$ cat src/common/motorRegPkg.sv
package motorRegPkg;

    localparam int CMD_W      = 32;
    localparam int PWM_LEN_W  = 12;
    localparam int MIN_MASK_W = 12;
    localparam int PL_LEN_W   = 16;
    localparam int STEP_LEN_W = 16;

    typedef enum logic [1:0] {
        ADDR_PWM    = 2'd0,
        ADDR_MOTION = 2'd1
    } regAddrT;

    // PWM timing view of the command word
    typedef struct packed {
        logic [PWM_LEN_W-1:0]                        pwmLenWant;
        logic [MIN_MASK_W-1:0]                       pwmMinMask;
        logic [CMD_W-PWM_LEN_W-MIN_MASK_W-1:0]       reserved;
    } pwmWordT;

    // motion setup view of the same word
    typedef struct packed {
        logic [PL_LEN_W-1:0]   plLen;
        logic [STEP_LEN_W-1:0] stepLen;
    } motionWordT;

    typedef union packed {
        pwmWordT    pwm;
        motionWordT motion;
    } cmdWordT;

    localparam logic [PWM_LEN_W-1:0]  PWM_LEN_RST  = 12'd100;
    localparam logic [MIN_MASK_W-1:0] MIN_MASK_RST = 12'd16;
    localparam logic [PL_LEN_W-1:0]   PL_LEN_RST   = 16'd0;
    localparam logic [STEP_LEN_W-1:0] STEP_LEN_RST = 16'd1000;

endpackage

$ cat src/common/motorPwmPkg.sv
package motorPwmPkg;

    localparam int PWM_CNT_W  = 12;
    // pulse and carry values share this width
    localparam int POS_W      = 16;
    localparam int STEP_CNT_W = 16;
    localparam int NUM_PHASES = 6;

    // commutation phase, counts 0 to NUM_PHASES-1
    typedef logic [2:0] phaseT;

    localparam int DEAD_CYCLES = 4;

    // six-step table, leg index 0 to 2 for each phase
    // hi side walks A A B B C C while lo side walks B C C A A B
    localparam logic [1:0] phaseHiLeg [NUM_PHASES] = '{
        2'd0, 2'd0, 2'd1, 2'd1, 2'd2, 2'd2
    };

    localparam logic [1:0] phaseLoLeg [NUM_PHASES] = '{
        2'd1, 2'd2, 2'd2, 2'd0, 2'd0, 2'd1
    };

endpackage

$ cat src/common/motorCfgIf.sv
interface motorCfgIf;
    import motorRegPkg::*;

    // applied configuration, stable for a whole commutation step
    logic [PWM_LEN_W-1:0]  pwmLenWant;
    logic [MIN_MASK_W-1:0] pwmMinMask;
    logic [PL_LEN_W-1:0]   plLen;
    logic [STEP_LEN_W-1:0] stepLen;

    modport src (
        output pwmLenWant,
        output pwmMinMask,
        output plLen,
        output stepLen
    );

    modport pwm (
        input pwmLenWant,
        input pwmMinMask,
        input plLen
    );

    modport seq (
        input stepLen
    );

endinterface

$ cat src/rtl/motorRegs.sv
module motorRegs (
    input  logic                 clk,
    input  logic                 rstN,
    input  logic                 cmdValid,
    output logic                 cmdReady,
    input  motorRegPkg::regAddrT cmdAddr,
    input  motorRegPkg::cmdWordT cmdData,
    input  logic                 stepLast,
    motorCfgIf.src               cfg
);
    import motorRegPkg::*;

    logic                  cmdAccept;
    logic [PWM_LEN_W-1:0]  shPwmLen;
    logic [MIN_MASK_W-1:0] shMinMask;
    logic [PL_LEN_W-1:0]   shPlLen;
    logic [STEP_LEN_W-1:0] shStepLen;

    assign cmdAccept = cmdValid & cmdReady;

    // one idle cycle after every accepted write
    always_ff @(posedge clk or negedge rstN) begin
        if (!rstN) begin
            cmdReady <= 1'b1;
        end else begin
            cmdReady <= !cmdAccept;
        end
    end

    // the address selects which view of the union is decoded
    always_ff @(posedge clk or negedge rstN) begin
        if (!rstN) begin
            shPwmLen  <= PWM_LEN_RST;
            shMinMask <= MIN_MASK_RST;
            shPlLen   <= PL_LEN_RST;
            shStepLen <= STEP_LEN_RST;
        end else if (cmdAccept) begin
            case (cmdAddr)
                ADDR_PWM: begin
                    shPwmLen  <= cmdData.pwm.pwmLenWant;
                    shMinMask <= cmdData.pwm.pwmMinMask;
                end
                ADDR_MOTION: begin
                    shPlLen   <= cmdData.motion.plLen;
                    shStepLen <= cmdData.motion.stepLen;
                end
                default: begin
                    // unmapped address, write is dropped
                end
            endcase
        end
    end

    // shadow set moves over only at a step boundary so the
    // PWM and sequencer never see a half-updated configuration
    always_ff @(posedge clk or negedge rstN) begin
        if (!rstN) begin
            cfg.pwmLenWant <= PWM_LEN_RST;
            cfg.pwmMinMask <= MIN_MASK_RST;
            cfg.plLen      <= PL_LEN_RST;
            cfg.stepLen    <= STEP_LEN_RST;
        end else if (stepLast) begin
            cfg.pwmLenWant <= shPwmLen;
            cfg.pwmMinMask <= shMinMask;
            cfg.plLen      <= shPlLen;
            cfg.stepLen    <= shStepLen;
        end
    end

endmodule

$ cat src/rtl/stepSequencer.sv
module stepSequencer (
    input  logic               clk,
    input  logic               rstN,
    motorCfgIf.seq             cfg,
    output logic               stepLast,
    output motorPwmPkg::phaseT phase
);
    import motorPwmPkg::*;

    logic [STEP_CNT_W-1:0] stepCnt;
    logic [STEP_CNT_W-1:0] lastCnt;

    assign lastCnt  = cfg.stepLen - 1'b1;
    assign stepLast = (stepCnt == lastCnt);

    // cycle count inside the current step
    always_ff @(posedge clk or negedge rstN) begin
        if (!rstN) begin
            stepCnt <= '0;
        end else if (stepLast) begin
            stepCnt <= '0;
        end else begin
            stepCnt <= stepCnt + 1'b1;
        end
    end

    // commutation phase moves on the last cycle of each step
    always_ff @(posedge clk or negedge rstN) begin
        if (!rstN) begin
            phase <= '0;
        end else if (stepLast) begin
            if (phase == phaseT'(NUM_PHASES - 1)) begin
                phase <= '0;
            end else begin
                phase <= phase + 1'b1;
            end
        end
    end

endmodule

$ cat src/pwm/pwmGenerator.sv
module pwmGenerator (
    input  logic   clk,
    input  logic   rstN,
    motorCfgIf.pwm cfg,
    input  logic   stepLast,
    output logic   pwm
);
    import motorPwmPkg::*;

    logic [PWM_CNT_W-1:0] pwmCnt;
    logic                 periodReload;
    logic                 periodReloadQ;
    logic                 pulseLoad;
    logic [POS_W-1:0]     carry;
    logic [POS_W-1:0]     candidate;
    logic                 tooShort;
    logic [POS_W-1:0]     pulseCnt;

    // the period restarts at its natural end, at a step boundary,
    // and is held in reload while no pulse length is set
    assign periodReload = stepLast | (pwmCnt == PWM_CNT_W'(1)) | (cfg.plLen == '0);

    // reset to 1 so the first cycle out of reset loads the period
    always_ff @(posedge clk or negedge rstN) begin
        if (!rstN) begin
            pwmCnt <= PWM_CNT_W'(1);
        end else if (periodReload) begin
            pwmCnt <= cfg.pwmLenWant;
        end else begin
            pwmCnt <= pwmCnt - 1'b1;
        end
    end

    always_ff @(posedge clk or negedge rstN) begin
        if (!rstN) begin
            periodReloadQ <= 1'b0;
        end else begin
            periodReloadQ <= periodReload;
        end
    end

    // a new pulse is formed on the first counting cycle after a reload
    assign pulseLoad = periodReloadQ & ~periodReload;

    assign candidate = carry + cfg.plLen;
    assign tooShort  = (candidate < POS_W'(cfg.pwmMinMask));

    // short pulses are not driven to the switches, their length waits
    // here until enough has built up, and the step end drops it
    always_ff @(posedge clk or negedge rstN) begin
        if (!rstN) begin
            carry <= '0;
        end else if (stepLast) begin
            carry <= '0;
        end else if (pulseLoad) begin
            carry <= tooShort ? candidate : '0;
        end
    end

    // pulse countdown, a new load cuts off whatever is left
    always_ff @(posedge clk or negedge rstN) begin
        if (!rstN) begin
            pulseCnt <= '0;
        end else if (pulseLoad) begin
            pulseCnt <= tooShort ? '0 : candidate;
        end else if (pulseCnt != '0) begin
            pulseCnt <= pulseCnt - 1'b1;
        end
    end

    assign pwm = (pulseCnt != '0);

endmodule

$ cat src/rtl/gateDriver.sv
module gateDriver (
    input  logic               clk,
    input  logic               rstN,
    input  motorPwmPkg::phaseT phase,
    input  logic               pwm,
    output logic [2:0]         gateHi,
    output logic [2:0]         gateLo,
    output logic               pwmOut,
    output motorPwmPkg::phaseT phaseOut
);
    import motorPwmPkg::*;

    localparam int DEAD_W = $clog2(DEAD_CYCLES + 1);

    logic              phaseChange;
    logic [DEAD_W-1:0] deadCnt;
    logic              blank;
    logic [2:0]        hiSel;
    logic [2:0]        loSel;

    // phaseOut holds last cycle's phase, so a mismatch marks a commutation
    assign phaseChange = (phase != phaseOut);
    assign blank       = phaseChange | (deadCnt != '0);

    assign hiSel = 3'b001 << phaseHiLeg[phase];
    assign loSel = 3'b001 << phaseLoLeg[phase];

    always_ff @(posedge clk or negedge rstN) begin
        if (!rstN) begin
            phaseOut <= '0;
            pwmOut   <= 1'b0;
            deadCnt  <= '0;
        end else begin
            phaseOut <= phase;
            pwmOut   <= pwm;
            if (phaseChange) begin
                deadCnt <= DEAD_W'(DEAD_CYCLES - 1);
            end else if (deadCnt != '0) begin
                deadCnt <= deadCnt - 1'b1;
            end
        end
    end

    // all six switches stay open while the bridge settles after a commutation
    always_ff @(posedge clk or negedge rstN) begin
        if (!rstN) begin
            gateHi <= '0;
            gateLo <= '0;
        end else if (blank) begin
            gateHi <= '0;
            gateLo <= '0;
        end else begin
            gateHi <= hiSel & {3{pwm}};
            gateLo <= loSel;
        end
    end

endmodule

$ cat src/rtl/motorCtrlTop.sv
module motorCtrlTop (
    input  logic                         clk,
    input  logic                         rstN,
    input  logic                         cmdValid,
    output logic                         cmdReady,
    input  motorRegPkg::regAddrT         cmdAddr,
    input  logic [motorRegPkg::CMD_W-1:0] cmdData,
    output logic                         pwmOut,
    output motorPwmPkg::phaseT           phaseOut,
    output logic [2:0]                   gateHi,
    output logic [2:0]                   gateLo
);

    logic               stepLast;
    logic               pwm;
    motorPwmPkg::phaseT phase;

    motorCfgIf cfgIf ();

    motorRegs uRegs (
        .clk      (clk),
        .rstN     (rstN),
        .cmdValid (cmdValid),
        .cmdReady (cmdReady),
        .cmdAddr  (cmdAddr),
        .cmdData  (cmdData),
        .stepLast (stepLast),
        .cfg      (cfgIf.src)
    );

    stepSequencer uSeq (
        .clk      (clk),
        .rstN     (rstN),
        .cfg      (cfgIf.seq),
        .stepLast (stepLast),
        .phase    (phase)
    );

    pwmGenerator uPwm (
        .clk      (clk),
        .rstN     (rstN),
        .cfg      (cfgIf.pwm),
        .stepLast (stepLast),
        .pwm      (pwm)
    );

    gateDriver uGate (
        .clk      (clk),
        .rstN     (rstN),
        .phase    (phase),
        .pwm      (pwm),
        .gateHi   (gateHi),
        .gateLo   (gateLo),
        .pwmOut   (pwmOut),
        .phaseOut (phaseOut)
    );

endmodule

$ cat config.mk
export PLATFORM = sky130hd
export DESIGN_NAME = motorCtrlTop
export DESIGN_NICKNAME = d
export VERILOG_FILES = /design/src/common/motorRegPkg.sv /design/src/common/motorPwmPkg.sv /design/src/common/motorCfgIf.sv /design/src/rtl/motorRegs.sv /design/src/rtl/stepSequencer.sv /design/src/pwm/pwmGenerator.sv /design/src/rtl/gateDriver.sv /design/src/rtl/motorCtrlTop.sv
export SDC_FILE = /design/constraint.sdc
export NUM_CORES = 1
export LEC_CHECK = 0
export ABC_AREA = 1
export ABC_CLOCK_PERIOD_IN_PS = 9050
export BUFFER_PORTS_ARGS = -buffer_cell sky130_fd_sc_hd__clkbuf_2
export CORE_ASPECT_RATIO = 0.75
export CORE_UTILIZATION = 55
export CTS_CLUSTER_DIAMETER = 200
export DETAILED_ROUTE_END_ITERATION = 10
export PLACE_DENSITY = 0.73
export REMOVE_ABC_BUFFERS = 1
export SYNTH_ARGS = -nofsm -noshare
export SYNTH_HDL_FRONTEND = slang
export SYNTH_SLANG_ARGS = --single-unit
$ cat constraint.sdc
create_clock -name clk -period 9.05 [get_ports clk]
set_input_delay 0.4525 -clock clk [delete_from_list [all_inputs] [get_ports clk]]
set_output_delay 0.4525 -clock clk [all_outputs]
set_load 0.01 [all_outputs]
==> reports/metrics.cfg, run 1 <==
[worst_setup_path]
critical-path-slowest-cell=fa_1
cpMostUsedCell=nand2_1
required_ns=9.39
criticalPathCategory=flop to flop
crit_chain=ha_1 -> fa_1 -> nand3_1 -> nand2_1 -> nand2_1 -> nand2_1 -> inv_1 -> o21ai_0 -> xnor2_1 -> inv_1 -> ha_1 -> a21oi_1 -> o21ai_0 -> a21oi_1 -> nand2_1 -> nor2_1 -> buf_4 -> nor2_1 -> nand3_1 -> nand2_1 -> nand2_1 -> inv_1
critPathBufInv=4
end_kind=flop
cp.arrival_ns=3.91
crit_family=simple AND/OR/NAND/NOR gates
slowest_delay_ns=0.42
start_kind=flop
cp_max_fo=21

[pwr]
powerDensity_nw_per_um2=165
p_leak_uw=0.00594
ir_drop_uv=112

[floorplanning]
num_io_pins=48
fp.dieW_um=157
core_area_sq_um=17600
start_util_pct=56.1
dieHeight_um=118
dieArea_sq_um=18500
rows=42

[yosys]
yosysWarningCount=0
synth-edff-count=0
synth_top_area_share_pct=42.6
synth_cells=1237
syn_area_per_cell_sq_um=7.99
yosys-top-cells-count=419 x nand2_1, 168 x dfrtp_1, 143 x inv_1, 91 x o21ai_0, 90 x nor2_1
synthesis.area_sq_um=9880
synthFlopType=dfrtp_1
synth_most_common_cell=nand2_1
synth_cell_types=40
async_flop_share_pct=100
synth_area_leaders=dfrtp_1 43%, nand2_1 16%, dfstp_2 5.9%
ys_ff_latch=190
yosysTopAreaCell=dfrtp_1
seq_area_frac_synth_pct=48.4

[layout]
antenna_cells=0
fillers=1560
fin_area_sq_um=10900
multiInputGateArea_sq_um=4340
area_delta_synth_final_pct=10.0
register_area_sq_um=4780
drive_above_1_share_pct=10.8
utilization_pct=61.7
final_nets=1347

[routing]
drc_errors=1
routed_wl_um=22200
wl_per_cell_um=14.6
first_pass_iters=9
first_iter_violations=677
postRouteAntennaNets=0
num_vias=7873
viasPerCell=5.15

[run_status]
failed_checks=DRC
status=complete, but fails checks

[grt]
overflow=0
grt_max_degree=126
antenna_found_initial=0
grt_pass1_vias=7466
grt_pass1_wl_um=37200
track_usage_pct=25.8

[placement]
io_buffers=47
place_congestion=0.907
dp_hpwl_um=15400
dpl_cell_area_sq_um=10300

[timing]
worst_slew_pin_slew_ns=1.04
finalMaxSlewViolations=0
clock-skew-final_ns=0.0108
min_period_over_period_pct=39.4
tns_ns=0
timing.fmax_mhz=281
slew_headroom_pct=30.5
hold_slack_ns=0.151
rsz0062_at_grt=no
setup_violations=0
hold_viol=0
finalCriticalPeriod_ns=3.56

[clock_tree]
cts.sinks=190
clk_path_buf_depth=2
cts_setup_buffers=0
htreeDepth=4
cts_root_buf=clkbuf_16
cts_buffers=17
ctsResizeCount=0
cts_tree=built
clkLatencyLatePin_ns=0.45
clk_pin_slew_ns=0.07
hold_buffers=0

[hold_path]
hp-class=input port to flop

[job]
cap_violations=0

## sequential cells by signal (all words and copies together) (netlist names), 12 cells and up
signal and flops:
uPwm.pulseCnt 16, uRegs.cfg.pwmMinMask 12, uRegs.shMinMask 12, uRegs.cfg.stepLen 16
uRegs.shPlLen 16, uRegs.shPwmLen 12, uRegs.cfg.pwmLenWant 12, uSeq.stepCnt 16
uRegs.shStepLen 16, uRegs.cfg.plLen 16, uPwm.carry 16, uPwm.pwmCnt 12
## worst paths after layout
path                                                start                             endpoint  slack (ns)  depth (start not counted)
max reg2reg                uRegs.cfg.plLen[0]$_DFFE_PN0N_         uPwm.pulseCnt[0]$_DFFE_PN0P_        5.49                         22
min in group asynchronous                            rstN  uRegs.cfg.pwmLenWant[7]$_DFFE_PN0N_        0.16                          1
max                        uRegs.cfg.plLen[0]$_DFFE_PN0N_         uPwm.pulseCnt[0]$_DFFE_PN0P_        5.49                         22
max in group asynchronous                            rstN       uRegs.cfg.plLen[1]$_DFFE_PN0N_        7.47                          2
min                                              cmdValid             uRegs.cmdReady$_DFF_PN1_        0.15                          2
min reg2reg                 uRegs.shPwmLen[2]$_DFFE_PN1P_  uRegs.cfg.pwmLenWant[2]$_DFFE_PN1N_        0.47                          2
## worst reg2reg max path, delay by kind of cell, from the launching register on
kind,cells,cell delay [ns]
and+or+nand+nor,10,0.89
xor gates and xnor gates,1,0.23
buffers and inverters,4,0.57
DFF,1,0.41
AOI/OAI and AO/OA,4,0.49
adders and majority gates,3,0.87
## metal layers
| metal | global-route usage (%) | wire length, um | vias to the layer above |
|---|---|---|---|
| met1 | 39.2 | 11300 | 3716 |
| met3 | 5.01 | 1120 | 25 |
| met2 | 37.8 | 9500 | 176 |
| met5 | 0 | 0 | - |
| met4 | 6.37 | 261 | 0 |
| li1 | - | - | 3956 |
## placed cells by master, fill, tap and decap left out, types with 2 or more instances in the layout
master / instances
a21oi_1: 34
a31oi_1: 2
buf_4: 4
bufinv_16: 2
clkbuf_16: 17
clkbuf_2: 46
clkinv_4: 3
clkinvlp_4: 4
dfrtp_1: 168
dfstp_2: 22
ha_1: 36
inv_1: 143
inv_2: 6
inv_8: 4
mux2_2: 8
nand2_1: 418
nand3_1: 58
nand3b_1: 6
nand4_1: 12
nor2_1: 90
nor2_2: 8
nor2_4: 4
nor3_1: 15
nor3b_1: 5
nor4_1: 9
o21a_1: 2
o21ai_0: 91
o21ai_1: 4
or2_2: 2
xnor2_1: 22
xor2_1: 25
## cells by family (layout without fill, tap and decap cells)
group	count (synthesis)	in the layout	synth area share (%)
mux	8	8	0.912
simple gates	635	635	27.0
compound gates	136	136	7.04
buf+inv	184	233	7.71
xor+xnor	47	47	4.17
fa+ha+maj	37	37	4.76
flops	190	190	48.4
## power breakdown
part | total, uW | switching, uW | internal (uW)
sequential | 935 | 28.9 | 906
clock | 781 | 363 | 418
combinational | 75.0 | 45.2 | 29.8
## layout make-up
cell class              instances  share of cell area [%]
flip-flops and latches        190                    44.0
multi-input cells             863                    39.9
inverters                     150                    5.20
clock buffers                  18                    3.95
well taps                     242                    2.79
repair buffers                 51                    2.52
clock inverters                14                    1.63
## per-stage QoR
stage	power (uW)	setup slack [ns]	instances
after CTS	1800	5.54	1528
final	1790	5.49	1528
after detailed placement	1030	5.58	1496
after global routing	1850	5.10	1528
after floorplan	983	5.61	1203
after global placement	1020	5.60	1496
No activity file was read; power rests on OpenSTA's default activity.
==> run 2, diff against run 1 <==
--- a/config.mk
+++ b/config.mk
@@ -6,13 +6,13 @@
 export NUM_CORES = 1
 export LEC_CHECK = 0
 export ABC_AREA = 1
-export ABC_CLOCK_PERIOD_IN_PS = 9050
+export ABC_CLOCK_PERIOD_IN_PS = 2900
 export BUFFER_PORTS_ARGS = -buffer_cell sky130_fd_sc_hd__clkbuf_2
 export CORE_ASPECT_RATIO = 0.75
 export CORE_UTILIZATION = 55
 export CTS_CLUSTER_DIAMETER = 200
 export DETAILED_ROUTE_END_ITERATION = 10
-export PLACE_DENSITY = 0.73
+export PLACE_DENSITY = 0.75
 export REMOVE_ABC_BUFFERS = 1
 export SYNTH_ARGS = -nofsm -noshare
 export SYNTH_HDL_FRONTEND = slang
==> constraint.sdc (replaced) <==
create_clock -name clk -period 2.9 [get_ports clk]
set_input_delay 0.145 -clock clk [delete_from_list [all_inputs] [get_ports clk]]
set_output_delay 0.145 -clock clk [all_outputs]
set_load 0.01 [all_outputs]
==> reports/metrics.cfg, run 2 (same netlist as run 1, synthesis figures left out) <==
[layout]
register_area_sq_um=4780
area_delta_synth_final_pct=22.5
fillers=1352
layout_common_cells=412 x nand2_1, 168 x dfrtp_1, 142 x inv_1, 88 x o21ai_0, 81 x nor2_1
antenna_cells=0
multiInputGateArea_sq_um=4620
mostFrequentLayoutCell=nand2_1
utilization_pct=68.7
final_nets=1453
fin_area_sq_um=12100
drive_above_1_share_pct=18.7

[worst_setup_path]
end_kind=flop
reg2reg_slack_ns=-0.18
cp.arrival_ns=3.41
critical-path-slowest-cell=dfrtp_1
required_ns=3.23
cp_max_fo=3
r2r-end=uPwm.carry[10]$_DFFE_PN0P_
start_kind=flop
criticalPathCategory=flop to flop
cpMostUsedCell=buf_4
r2r-start=uRegs.cfg.plLen[0]$_DFFE_PN0N_
crit_chain=ha_2 -> fa_2 -> nand3_2 -> nand2_2 -> nand2_2 -> nand2_4 -> inv_2 -> o21bai_1 -> xnor2_1 -> inv_1 -> buf_6 -> buf_4 -> buf_4 -> buf_4 -> buf_4 -> buf_4 -> buf_4 -> buf_4 -> buf_4 -> nand3_1 -> nand2_1
cp-startpoint=uRegs.cfg.plLen[0]$_DFFE_PN0N_
slowest_delay_ns=0.40
reg2regPathDepth=21

[hold_path]
min_delay_path_depth=3
min_to=uRegs.shStepLen[13]$_DFFE_PN0P_
min_from=cmdData[13]
hp-class=input port to flop

[floorplanning]
dieHeight_um=118
rows=42
start_util_pct=56.1
fp.dieW_um=157
core_area_sq_um=17600
dieArea_sq_um=18500
num_io_pins=48

[clock_tree]
htreeDepth=4
clk_pin_slew_ns=0.07
cts.sinks=190
cts_tree=built
cts_buffers=17
clk_path_buf_depth=2
clkLatencyLatePin_ns=0.45
cts_root_buf=clkbuf_16

[routing]
wl_per_cell_um=14.6
first_iter_violations=762
drc_errors=0
num_vias=8461
viasPerCell=5.18
routed_wl_um=23800
postRouteAntennaNets=0
first_pass_iters=6

[job]
cap_violations=0

[timing]
hold_slack_ns=0.0145
hold_viol=0
clock-skew-final_ns=0.0168
slew_headroom_pct=54.2
finalCriticalPeriod_ns=3.08
min_period_over_period_pct=106
worst_slew_pin_slew_ns=0.681
finalMaxSlewViolations=0
rsz0062_at_grt=yes
finalWorstSetupSlack_ns=-0.183
setup_violations=24
timing.fmax_mhz=324

[grt]
grt_max_degree=83
overflow=0
grt_pass1_vias=7910
track_usage_pct=26.7
antenna_found_initial=0
grt_pass1_wl_um=38600

[placement]
place_congestion=0.957
dp_hpwl_um=16200
io_buffers=47
dpl_cell_area_sq_um=10700

[pwr]
ir_drop_uv=423
p_leak_uw=0.00647
powerDensity_nw_per_um2=466

[run_status]
status=complete, but fails checks
failed_checks=setup timing

## run 2: cell types whose count changed in the layout (fill, tap and decap cells not counted), sizes merged
cell and delta:
clkbuf -1, inv +2, clkinv -1, buf +75, dlygate4sd3 +31
## run 2: routing by layer
layer | wire (um) | global-route usage (%) | vias to the layer above
li1 | - | - | 4170
met1 | 11600 | 41.4 | 4022
met2 | 10500 | 39.1 | 239
met3 | 1330 | 4.57 | 30
met4 | 334 | 5.82 | 0
met5 | 0 | 0 | -
## run 2: where the power goes
group	leakage [uW]	switching, uW	internal [uW]
sequential	0.00248	91.2	2830
combinational	0.00370	151	124
clock	0.000289	1130	1310
total	0.00647	1370	4270
## run 2: metrics by stage
step	worst slack, ns	std cells	power [uW]	setup TNS, ns
after floorplan	-0.535	1203	3070	-10.55
after global placement	-0.0749	1552	3190	-1.07
after detailed placement	-0.237	1552	3210	-4.38
after CTS	-0.0414	1628	5670	-0.247
after global routing	-0.334	1634	5860	-7.00
final	-0.183	1634	5640	-2.88
## run 2: layout make-up
type	instances	area share, %
clock buffer	17	3.52
clock inverter	15	1.62
inverter	150	4.67
multi-input combinational	863	38.2
sequential	190	39.5
tap	242	2.50
timing repair buffer	157	10.0
## run 2: worst max-delay path by stage
stage,cells after the start,to
after floorplan,21,uPwm.pulseCnt[1]$_DFFE_PN0P_
after CTS,22,uPwm.pulseCnt[0]$_DFFE_PN0P_
after global placement,20,uPwm.carry[0]$_DFFE_PN0P_
after detailed placement,21,uPwm.pulseCnt[5]$_DFFE_PN0P_
final,21,uPwm.carry[10]$_DFFE_PN0P_
after global routing,22,uPwm.pulseCnt[0]$_DFFE_PN0P_
## run 2: repair_timing
action | CTS | global route
resized for setup | 19 | 42
hold buffers | 31 | 0
gates cloned | 1 | 0
setup endpoints to repair | 24 | 28
buffers inserted | 12 | 7
pin swaps | 20 | 33
hold endpoints to repair | 116 | 0
## run 2: worst max-delay path, delay by kind of cell, from the launching register on
family          cells  cell delay (ns)
buf+inv            11             1.28
fa+ha+maj           2             0.56
simple gates        6             0.45
flops               1             0.40
xor+xnor            1             0.21
compound gates      1             0.09
